==> src/rtl/riscv_pkg.sv <==
// core widths, opcodes, alu operator encoding and pipeline stage structs
`default_nettype none

package riscv_pkg;

  //////////////////////////////////////////////////
  // widths and basic types
  //////////////////////////////////////////////////

  localparam int XLEN       = 32;
  localparam int REG_ADDR_W = 5;

  typedef logic [XLEN-1:0]       word_t;
  typedef logic [REG_ADDR_W-1:0] reg_addr_t;

  // alu operations, 4 bit encoding
  typedef enum logic [3:0] {
    ALU_ADD  = 4'd0,
    ALU_SUB  = 4'd1,
    ALU_AND  = 4'd2,
    ALU_OR   = 4'd3,
    ALU_XOR  = 4'd4,
    ALU_SLT  = 4'd5,
    ALU_SLTU = 4'd6,
    ALU_SLL  = 4'd7,
    ALU_SRL  = 4'd8,
    ALU_SRA  = 4'd9
  } alu_op_t;

  //////////////////////////////////////////////////
  // instruction encoding
  //////////////////////////////////////////////////

  // major opcodes kept by this core
  localparam logic [6:0] OPC_OP     = 7'b0110011;
  localparam logic [6:0] OPC_OP_IMM = 7'b0010011;
  localparam logic [6:0] OPC_LUI    = 7'b0110111;
  localparam logic [6:0] OPC_BRANCH = 7'b1100011;

  // funct3 for OP and OP-IMM
  localparam logic [2:0] F3_ADD_SUB = 3'b000;
  localparam logic [2:0] F3_SLL     = 3'b001;
  localparam logic [2:0] F3_SLT     = 3'b010;
  localparam logic [2:0] F3_SLTU    = 3'b011;
  localparam logic [2:0] F3_XOR     = 3'b100;
  localparam logic [2:0] F3_SRL_SRA = 3'b101;
  localparam logic [2:0] F3_OR      = 3'b110;
  localparam logic [2:0] F3_AND     = 3'b111;

  // funct3 for branches
  localparam logic [2:0] F3_BEQ = 3'b000;
  localparam logic [2:0] F3_BNE = 3'b001;

  // funct7, alt selects sub and sra
  localparam logic [6:0] F7_ZERO = 7'b0000000;
  localparam logic [6:0] F7_ALT  = 7'b0100000;

  // addi x0, x0, 0
  localparam word_t NOP_INSTR = 32'h0000_0013;

  //////////////////////////////////////////////////
  // stage structs
  //////////////////////////////////////////////////

  // id/ex pipeline register contents
  typedef struct packed {
    logic      valid;
    alu_op_t   alu_op;
    word_t     operand_a;
    word_t     operand_b;
    reg_addr_t rd;
    logic      rd_we;
    logic      is_branch;
    logic      branch_ne;
    word_t     branch_a;
    word_t     branch_b;
    word_t     pc;
  } id_ex_t;

  // one register write, also used for forwarding
  typedef struct packed {
    logic      valid;
    reg_addr_t rd;
    word_t     wdata;
  } commit_t;

  // taken branch from EX back to IF and ID
  typedef struct packed {
    logic  taken;
    word_t target;
  } redirect_t;

endpackage

`default_nettype wire

==> src/rtl/riscv_register_file.sv <==
// integer register file with two read ports, one write port and x0 tied to zero
`timescale 1ns/1ps
`default_nettype none

module riscv_register_file import riscv_pkg::*; #(
  parameter int NUM_REGS = 32
) (
  input  logic      clk_i,
  input  logic      reset_i,
  input  reg_addr_t raddr_a_i,
  input  reg_addr_t raddr_b_i,
  output word_t     rdata_a_o,
  output word_t     rdata_b_o,
  input  commit_t   wr_i
);

  word_t mem_q [NUM_REGS];

  // x0 and indices past NUM_REGS read zero
  assign rdata_a_o = (raddr_a_i != '0 && int'(raddr_a_i) < NUM_REGS) ?
                     mem_q[raddr_a_i] : '0;
  assign rdata_b_o = (raddr_b_i != '0 && int'(raddr_b_i) < NUM_REGS) ?
                     mem_q[raddr_b_i] : '0;

  // write port from WB, cleared on reset
  always_ff @(posedge clk_i) begin
    if (reset_i) begin
      for (int i = 0; i < NUM_REGS; i++) begin
        mem_q[i] <= '0;
      end
    end else if (wr_i.valid && wr_i.rd != '0 && int'(wr_i.rd) < NUM_REGS) begin
      mem_q[wr_i.rd] <= wr_i.wdata;
    end
  end

endmodule

`default_nettype wire

==> src/rtl/riscv_if_stage.sv <==
// fetch stage with program counter, fetch request and if/id instruction register
`timescale 1ns/1ps
`default_nettype none

module riscv_if_stage import riscv_pkg::*; (
  input  logic      clk_i,
  input  logic      reset_i,
  input  logic      fetch_enable_i,
  input  word_t     boot_addr_i,
  input  redirect_t redirect_i,
  output logic      instr_req_o,
  output word_t     instr_addr_o,
  input  word_t     instr_rdata_i,
  output word_t     if_instr_o,
  output word_t     if_pc_o,
  output logic      if_valid_o
);

  logic  fetch_en_q;
  word_t pc_q;
  // address of the fetch whose data returns next
  word_t pend_addr_q;
  logic  pend_valid_q;
  word_t if_instr_q;
  word_t if_pc_q;
  logic  if_valid_q;

  assign instr_req_o  = fetch_en_q;
  // redirect target goes out in the same cycle
  assign instr_addr_o = redirect_i.taken ? redirect_i.target : pc_q;

  // control state
  always_ff @(posedge clk_i) begin
    if (reset_i) begin
      fetch_en_q   <= 1'b0;
      pc_q         <= boot_addr_i;
      pend_valid_q <= 1'b0;
      if_valid_q   <= 1'b0;
    end else begin
      fetch_en_q <= fetch_enable_i;
      // next sequential address after each request
      if (fetch_en_q) begin
        pc_q <= instr_addr_o + XLEN'(4);
      end else if (redirect_i.taken) begin
        pc_q <= redirect_i.target;
      end
      pend_valid_q <= fetch_en_q;
      // returning word is wrong path on a redirect
      if_valid_q   <= pend_valid_q & ~redirect_i.taken;
    end
  end

  // payload, nop into ID when nothing valid
  always_ff @(posedge clk_i) begin
    pend_addr_q <= instr_addr_o;
    if_pc_q     <= pend_addr_q;
    if (pend_valid_q && !redirect_i.taken) begin
      if_instr_q <= instr_rdata_i;
    end else begin
      if_instr_q <= NOP_INSTR;
    end
  end

  assign if_instr_o = if_instr_q;
  assign if_pc_o    = if_pc_q;
  assign if_valid_o = if_valid_q;

endmodule

`default_nettype wire

==> src/rtl/riscv_id_stage.sv <==
// decode stage with decoder, immediates, operand forwarding and id/ex register
`timescale 1ns/1ps
`default_nettype none

module riscv_id_stage import riscv_pkg::*; #(
  parameter int NUM_REGS = 32
) (
  input  logic      clk_i,
  input  logic      reset_i,
  input  word_t     if_instr_i,
  input  word_t     if_pc_i,
  input  logic      if_valid_i,
  input  redirect_t redirect_i,
  input  commit_t   ex_fwd_i,
  input  commit_t   wb_commit_i,
  output id_ex_t    id_ex_o
);

  // alu operator from funct3 and the alt bit
  function automatic alu_op_t alu_decode(input logic [2:0] f3, input logic alt);
    alu_op_t op;
    unique case (f3)
      F3_ADD_SUB: op = alt ? ALU_SUB : ALU_ADD;
      F3_SLL:     op = ALU_SLL;
      F3_SLT:     op = ALU_SLT;
      F3_SLTU:    op = ALU_SLTU;
      F3_XOR:     op = ALU_XOR;
      F3_SRL_SRA: op = alt ? ALU_SRA : ALU_SRL;
      F3_OR:      op = ALU_OR;
      default:    op = ALU_AND;
    endcase
    return op;
  endfunction

  // EX result first, then WB, then the array
  function automatic word_t fwd_operand(input reg_addr_t rs, input word_t rf_val,
                                        input commit_t ex, input commit_t wb);
    word_t val;
    val = rf_val;
    if (rs != '0) begin
      if (ex.valid && ex.rd == rs) begin
        val = ex.wdata;
      end else if (wb.valid && wb.rd == rs) begin
        val = wb.wdata;
      end
    end
    return val;
  endfunction

  logic [6:0] opcode;
  logic [2:0] funct3;
  logic [6:0] funct7;
  reg_addr_t  rs1;
  reg_addr_t  rs2;
  reg_addr_t  rd;
  word_t      imm_i;
  word_t      imm_u;
  word_t      imm_b;
  word_t      rf_a;
  word_t      rf_b;
  word_t      fwd_a;
  word_t      fwd_b;
  logic       legal;
  logic       writes_rd;
  id_ex_t     id_ex_d;
  id_ex_t     id_ex_q;

  //////////////////////////////////////////////////
  // fields and immediates
  //////////////////////////////////////////////////

  assign opcode = if_instr_i[6:0];
  assign rd     = if_instr_i[11:7];
  assign funct3 = if_instr_i[14:12];
  assign rs1    = if_instr_i[19:15];
  assign rs2    = if_instr_i[24:20];
  assign funct7 = if_instr_i[31:25];

  // sign extended i type
  assign imm_i = {{20{if_instr_i[31]}}, if_instr_i[31:20]};
  // upper 20 bits
  assign imm_u = {if_instr_i[31:12], 12'b0};
  // branch offset, bit 0 always zero
  assign imm_b = {{19{if_instr_i[31]}}, if_instr_i[31], if_instr_i[7],
                  if_instr_i[30:25], if_instr_i[11:8], 1'b0};

  //////////////////////////////////////////////////
  // register file and forwarding
  //////////////////////////////////////////////////

  riscv_register_file #(
    .NUM_REGS  ( NUM_REGS    )
  ) registers_i (
    .clk_i     ( clk_i       ),
    .reset_i   ( reset_i     ),
    .raddr_a_i ( rs1         ),
    .raddr_b_i ( rs2         ),
    .rdata_a_o ( rf_a        ),
    .rdata_b_o ( rf_b        ),
    .wr_i      ( wb_commit_i )
  );

  assign fwd_a = fwd_operand(rs1, rf_a, ex_fwd_i, wb_commit_i);
  assign fwd_b = fwd_operand(rs2, rf_b, ex_fwd_i, wb_commit_i);

  //////////////////////////////////////////////////
  // decoder
  //////////////////////////////////////////////////

  always_comb begin
    legal     = 1'b0;
    writes_rd = 1'b0;
    id_ex_d           = '0;
    id_ex_d.alu_op    = ALU_ADD;
    id_ex_d.operand_a = fwd_a;
    id_ex_d.operand_b = fwd_b;
    id_ex_d.rd        = rd;
    id_ex_d.branch_a  = fwd_a;
    id_ex_d.branch_b  = fwd_b;
    id_ex_d.pc        = if_pc_i;
    case (opcode)
      OPC_OP: begin
        // alt funct7 only for sub and sra
        legal = (funct7 == F7_ZERO) ||
                (funct7 == F7_ALT && (funct3 == F3_ADD_SUB || funct3 == F3_SRL_SRA));
        writes_rd      = 1'b1;
        id_ex_d.alu_op = alu_decode(funct3, if_instr_i[30]);
      end
      OPC_OP_IMM: begin
        // shamt encodings need a clean funct7
        if (funct3 == F3_SLL) begin
          legal = (funct7 == F7_ZERO);
        end else if (funct3 == F3_SRL_SRA) begin
          legal = (funct7 == F7_ZERO) || (funct7 == F7_ALT);
        end else begin
          legal = 1'b1;
        end
        writes_rd         = 1'b1;
        // no subi, alt bit only for srai
        id_ex_d.alu_op    = alu_decode(funct3, if_instr_i[30] && funct3 == F3_SRL_SRA);
        id_ex_d.operand_b = imm_i;
      end
      OPC_LUI: begin
        legal             = 1'b1;
        writes_rd         = 1'b1;
        id_ex_d.operand_a = '0;
        id_ex_d.operand_b = imm_u;
      end
      OPC_BRANCH: begin
        legal             = (funct3 == F3_BEQ) || (funct3 == F3_BNE);
        id_ex_d.is_branch = 1'b1;
        id_ex_d.branch_ne = (funct3 == F3_BNE);
        // EX adds this to the pc for the target
        id_ex_d.operand_b = imm_b;
      end
      default: begin
        legal = 1'b0;
      end
    endcase
    // x0 writes are dropped here
    id_ex_d.rd_we = writes_rd && (rd != '0);
    // unsupported or flushed turns into a bubble
    id_ex_d.valid = if_valid_i && legal && !redirect_i.taken;
  end

  // id/ex register, only valid is reset
  always_ff @(posedge clk_i) begin
    id_ex_q <= id_ex_d;
    if (reset_i) begin
      id_ex_q.valid <= 1'b0;
    end
  end

  assign id_ex_o = id_ex_q;

endmodule

`default_nettype wire

==> src/rtl/riscv_ex_stage.sv <==
// execute stage with alu, branch decision and target, and ex/wb commit register
`timescale 1ns/1ps
`default_nettype none

module riscv_ex_stage import riscv_pkg::*; (
  input  logic      clk_i,
  input  logic      reset_i,
  input  id_ex_t    id_ex_i,
  output commit_t   ex_fwd_o,
  output redirect_t redirect_o,
  output commit_t   commit_o
);

  word_t   alu_result;
  logic    [4:0] shamt;
  logic    branch_eq;
  commit_t ex_result;
  commit_t commit_q;

  //////////////////////////////////////////////////
  // alu
  //////////////////////////////////////////////////

  // shifts use the low five bits only
  assign shamt = id_ex_i.operand_b[4:0];

  always_comb begin
    unique case (id_ex_i.alu_op)
      ALU_ADD:  alu_result = id_ex_i.operand_a + id_ex_i.operand_b;
      ALU_SUB:  alu_result = id_ex_i.operand_a - id_ex_i.operand_b;
      ALU_AND:  alu_result = id_ex_i.operand_a & id_ex_i.operand_b;
      ALU_OR:   alu_result = id_ex_i.operand_a | id_ex_i.operand_b;
      ALU_XOR:  alu_result = id_ex_i.operand_a ^ id_ex_i.operand_b;
      // signed compare
      ALU_SLT: begin
        alu_result = word_t'($signed(id_ex_i.operand_a) < $signed(id_ex_i.operand_b));
      end
      ALU_SLTU: alu_result = word_t'(id_ex_i.operand_a < id_ex_i.operand_b);
      ALU_SLL:  alu_result = id_ex_i.operand_a << shamt;
      ALU_SRL:  alu_result = id_ex_i.operand_a >> shamt;
      // arithmetic shift keeps the sign
      ALU_SRA:  alu_result = word_t'($signed(id_ex_i.operand_a) >>> shamt);
      default:  alu_result = '0;
    endcase
  end

  //////////////////////////////////////////////////
  // branch
  //////////////////////////////////////////////////

  assign branch_eq = (id_ex_i.branch_a == id_ex_i.branch_b);

  // beq on equal, bne on not equal
  assign redirect_o.taken  = id_ex_i.valid && id_ex_i.is_branch &&
                             (id_ex_i.branch_ne ? !branch_eq : branch_eq);
  // pc plus the b immediate in operand_b
  assign redirect_o.target = id_ex_i.pc + id_ex_i.operand_b;

  //////////////////////////////////////////////////
  // result and commit
  //////////////////////////////////////////////////

  // branches never set rd_we
  assign ex_result.valid = id_ex_i.valid && id_ex_i.rd_we;
  assign ex_result.rd    = id_ex_i.rd;
  assign ex_result.wdata = alu_result;

  // same result forwarded to ID this cycle
  assign ex_fwd_o = ex_result;

  // ex/wb register, valid cleared on reset
  always_ff @(posedge clk_i) begin
    commit_q <= ex_result;
    if (reset_i) begin
      commit_q.valid <= 1'b0;
    end
  end

  assign commit_o = commit_q;

endmodule

`default_nettype wire

==> src/rtl/riscv_core.sv <==
// top level of the three stage integer core with fetch and commit ports
`timescale 1ns/1ps
`default_nettype none

module riscv_core import riscv_pkg::*; #(
  parameter int NUM_REGS = 32
) (
  input  logic    clk_i,
  input  logic    reset_i,
  input  logic    fetch_enable_i,
  input  word_t   boot_addr_i,
  // instruction fetch, data one cycle after req
  output logic    instr_req_o,
  output word_t   instr_addr_o,
  input  word_t   instr_rdata_i,
  // one entry per register write
  output commit_t commit_o
);

  // if/id
  word_t     if_instr;
  word_t     if_pc;
  logic      if_valid;
  // id/ex
  id_ex_t    id_ex;
  // ex back to id and if
  commit_t   ex_fwd;
  redirect_t redirect;

  //////////////////////////////////////////////////
  // IF stage
  //////////////////////////////////////////////////

  riscv_if_stage if_stage_i (
    .clk_i          ( clk_i          ),
    .reset_i        ( reset_i        ),
    .fetch_enable_i ( fetch_enable_i ),
    .boot_addr_i    ( boot_addr_i    ),
    .redirect_i     ( redirect       ),
    .instr_req_o    ( instr_req_o    ),
    .instr_addr_o   ( instr_addr_o   ),
    .instr_rdata_i  ( instr_rdata_i  ),
    .if_instr_o     ( if_instr       ),
    .if_pc_o        ( if_pc          ),
    .if_valid_o     ( if_valid       )
  );

  //////////////////////////////////////////////////
  // ID stage
  //////////////////////////////////////////////////

  riscv_id_stage #(
    .NUM_REGS    ( NUM_REGS )
  ) id_stage_i (
    .clk_i       ( clk_i    ),
    .reset_i     ( reset_i  ),
    .if_instr_i  ( if_instr ),
    .if_pc_i     ( if_pc    ),
    .if_valid_i  ( if_valid ),
    .redirect_i  ( redirect ),
    .ex_fwd_i    ( ex_fwd   ),
    .wb_commit_i ( commit_o ),
    .id_ex_o     ( id_ex    )
  );

  //////////////////////////////////////////////////
  // EX stage with write back
  //////////////////////////////////////////////////

  riscv_ex_stage ex_stage_i (
    .clk_i      ( clk_i    ),
    .reset_i    ( reset_i  ),
    .id_ex_i    ( id_ex    ),
    .ex_fwd_o   ( ex_fwd   ),
    .redirect_o ( redirect ),
    .commit_o   ( commit_o )
  );

endmodule

`default_nettype wire

==> config.mk <==
export PLATFORM = sky130hd
export DESIGN_NAME = riscv_core
export DESIGN_NICKNAME = d
export VERILOG_FILES = /design/src/rtl/riscv_pkg.sv /design/src/rtl/riscv_register_file.sv /design/src/rtl/riscv_if_stage.sv /design/src/rtl/riscv_id_stage.sv /design/src/rtl/riscv_ex_stage.sv /design/src/rtl/riscv_core.sv
export SDC_FILE = /design/constraint.sdc
export NUM_CORES = 2
export LEC_CHECK = 0
export ABC_AREA = 0
export ABC_CLOCK_PERIOD_IN_PS = 5900
export BUFFER_PORTS_ARGS = -buffer_cell sky130_fd_sc_hd__buf_2
export CAP_MARGIN = 20
export CORE_MARGIN = 2
export CORE_UTILIZATION = 52
export CTS_CLUSTER_DIAMETER = 100
export DETAILED_ROUTE_END_ITERATION = 8
export PLACE_DENSITY = 0.68
export SLEW_MARGIN = 20
export SYNTH_ARGS = -nofsm -noshare
export SYNTH_HDL_FRONTEND = slang
export SYNTH_SLANG_ARGS = --single-unit
==> constraint.sdc <==
create_clock -name clk_i -period 5.9 [get_ports clk_i]
set_clock_uncertainty 0.05 [all_clocks]
set_input_delay 1.77 -clock clk_i [delete_from_list [all_inputs] [get_ports clk_i]]
set_output_delay 1.77 -clock clk_i [all_outputs]
set_load 0.1 [all_outputs]
==> reports/qor.csv <==
metric;value;unit
syn_inst;5891;
min_to;id_stage_i.id_ex_o[6];
critical_path_arrival;4020;ps
hold_path_depth;0;
synth.largest_area_cell;edfxtp_1;
postPlaceCellArea;0.07988;mm²
reg2reg_slack;990;ps
ir_worst_vdd;0.0002885;V
r2r_end;id_stage_i.id_ex_o[134];
stdcell_area;0.08466;mm²
ys_seq_elements;1366;
fin_crit;5835;ps
start_kind;flop;
ys_types;103;
cts.sinks;1366;
rr_worst_depth;14;
grt_pass1_vias;52610;
slowest_stage;a211oi_1;
relSlewSlack;23.82;%
ant_nets;0;
worstReg2RegStart;id_stage_i.id_ex_o[108];
clock_latency;780;ps
syn-cell-area;0.07599;mm²
end_kind;output pin;
rsz0062_at_grt;true;
placementRows;140;
p_leak;0.03043;µW
finalSetupTns;0;ps
critPathRequiredTime;4080;ps
cp_num_buf_inv;1;
tightest_slew;1143;ps
routed-via-count;53200;
grtUsageTotal;35.72;%
gp_congestion;1.004;
drc;0;
critPathMostFrequentCell;o21ai_0;
grt-ovfl-total;0;
cp_slowest_stage_delay;510;ps
p_per_area;291.6;mW/mm²
fillers;11580;
place_hpwl;173000;µm
cts_made_buffers;148;
coreArea;0.1454;mm²
synth-main-ff-cell;edfxtp_1;
fmax;171.4;MHz
grt_max_degree;81;
die_width;386.3;µm
synth-edff-count;1024;
cts_tree;yes;
port_buffers;137;
antenna_found_initial;18;
ys_seq_area_share;49.47;%
synth_warnings;0;
crit_family;compound AO/OA/AOI/OAI gates;
clock_path_buffers;3;
final_layout_size_suffix_gt1_share;23.54;%
crit_type;reg2out;
ios;138;
hold_viol;0;
drtPass1Iterations;5;
wl_per_cell;33.52;µm
wl;265600;µm
synth_top_area_share;40.46;%
fin_crit_sh;98.90;%
clkTransAtPathRegs;60;ps
start_util;52.27;%
dr.first_iter.drc_count;7436;
setup_violations;0;
postCtsHoldBufs;0;
ys_top_cells_by_area;edfxtp_1 (40%), mux4_2 (21%), dfxtp_1 (9.0%);
grt_pass1_wl;377500;µm
die_h;386.3;µm
htreeDepth;4;
cts-root-buf;clkbuf_16;
hold_class;reg2reg;
area_delta_synth_final;11.41;%
status;finished clean;
drv_slew;0;
maxCapViolations;0;
crit_chain;ha_1 -> a211oi_1 -> a21oi_1 -> a2111oi_2 -> o21ai_0 -> a31oi_2 -> o21a_1 -> o21ai_0 -> nor2_1 -> buf_12;
dieArea;0.1492;mm²
synth.avg_cell_area;12.90;µm²
vias_per_cell;6.715;
nNetsFinal;6087;
cp_max_fo;3;
min_from;if_stage_i.if_pc_o[6];
async_flop_share;0;%
stage by stage:
step	power (µW)	instances	hold slack [ps]	worst slack (ps)	utilization (%)
floorplan	13980	5922	259.6	-161.7	-
global placement	15570	7650	259.8	573.9	54.94
detailed placement	15610	7650	262.1	639.2	54.94
CTS	24610	7914	274.3	24.73	58.18
global route	25320	7916	277.7	-85.57	58.22
finish	24680	7922	273.4	64.64	58.23
timing repair:
action	CTS	global route
endpoints found under the setup margin	20	12
gates resized for setup	5	10
pin swaps	1	1
buffers inserted	0	2
worst max path at each step:
stage	slack [ps]	to	depth (start not counted)	startpoint
after global placement	570	instr_addr_o[31]	11	id_stage_i.id_ex_o[112]
after floorplan	-160	instr_addr_o[30]	12	id_stage_i.id_ex_o[105]
after detailed placement	640	instr_addr_o[31]	10	id_stage_i.id_ex_o[110]
after CTS	20	instr_addr_o[31]	11	id_stage_i.id_ex_o[120]
final	60	instr_addr_o[31]	10	id_stage_i.id_ex_o[110]
after global routing	-90	instr_addr_o[31]	11	id_stage_i.id_ex_o[120]
layout by cell type (no fill, tap or decap), types with 30 or more instances in the layout:
cell / count
edfxtp_1: 1024
and2_1: 1010
mux4_2: 698
dfxtp_1: 325
nor2_1: 318
a21oi_1: 228
nand2_1: 223
o21ai_0: 170
buf_4: 167
clkbuf_16: 156
inv_1: 141
ha_1: 132
buf_2: 118
mux2i_1: 104
xnor2_1: 85
nor3_1: 67
a211oi_1: 63
buf_12: 61
nand3_1: 49
o211ai_1: 46
or2_2: 43
and3_1: 41
clkbuf_1: 36
o21a_1: 33
conb_1: 32
xor2_1: 30
cells by family after synthesis:
family	count (synthesis)	share of synthesized area, %
and+or+nand+nor	1957	14.23
adders and majority gates	135	2.252
muxes	818	22.29
DFF	1366	49.47
buffers and inverters	683	3.448
other	1	0.004935
AOI/OAI and AO/OA	816	6.968
xor gates and xnor gates	115	1.325
where the power goes:
| part | total (µW) | internal, µW | switching (µW) |
|---|---|---|---|
| sequential | 11200 | 10800 | 436 |
| clock | 9140 | 5190 | 3950 |
| combinational | 4330 | 1360 | 2970 |
sequential cells by signal, indices dropped and copies added, names as in the netlist:
name / cells
ex_stage_i.commit_o: 38
id_stage_i.id_ex_o: 173
id_stage_i.registers_i.mem_q: 1024
if_stage_i.if_instr_o: 32
if_stage_i.if_pc_o: 32
if_stage_i.if_valid_o: 1
if_stage_i.instr_req_o: 1
if_stage_i.pc_q: 32
if_stage_i.pend_addr_q: 32
if_stage_i.pend_valid_q: 1
metal layers:
metal	routed length (µm)	share of wire [%]	vias up	GRT usage, %
li1	-	-	22120	-
met1	95070	36	26760	45.84
met2	123000	46	3518	55.91
met3	31920	12	794	9.702
met4	15570	5.9	4	18.27
met5	32	0.012	-	0
synth_stat cells, types with 13 or more instances:
library cell and instances:
clkbuf_1 414, o21ai_1 21, or3_1 25, a211o_1 13
nand2_1 223, o211ai_1 46, o21bai_1 25, a22oi_1 17
xor2_1 30, nor4_1 19, and3_1 41, mux4_2 698
nor2_1 348, ha_1 132, mux2_2 15, nand3_1 51
inv_1 142, xnor2_1 85, o31ai_1 25, a211oi_1 65
a21o_1 25, a21oi_1 229, o21ai_0 173, dfxtp_1 342
buf_1 83, a31oi_1 21, nand4_1 27, o21a_1 33
a221oi_1 17, and2_1 1010, mux2i_1 104, or2_2 42
nand2b_1 21, nor2b_1 19, edfxtp_1 1024, buf_2 38
nor3_1 72
cell type report:
type	count	area, µm²	share of cell area [%]
clock inverter	60	515.5	0.6089
antenna	6	15.01	0.01773
tap	1917	2399	2.833
inverter	145	546.8	0.6458
multi-input combinational	3873	36260	42.83
sequential	1366	37640	44.46
timing repair buffer	351	3110	3.674
clock buffer	204	4178	4.935
worst reg2reg max path: cells and delay by family, from the launching register on:
family | cells | cell delay, ps
buffers and inverters | 2 | 630
flip-flops | 1 | 330
AO/OA/AOI/OAI | 9 | 2520
AND/OR/NAND/NOR | 2 | 770
adder cells (fa/ha/maj) | 1 | 480
Note: power is estimated with default switching activity, not from simulation.
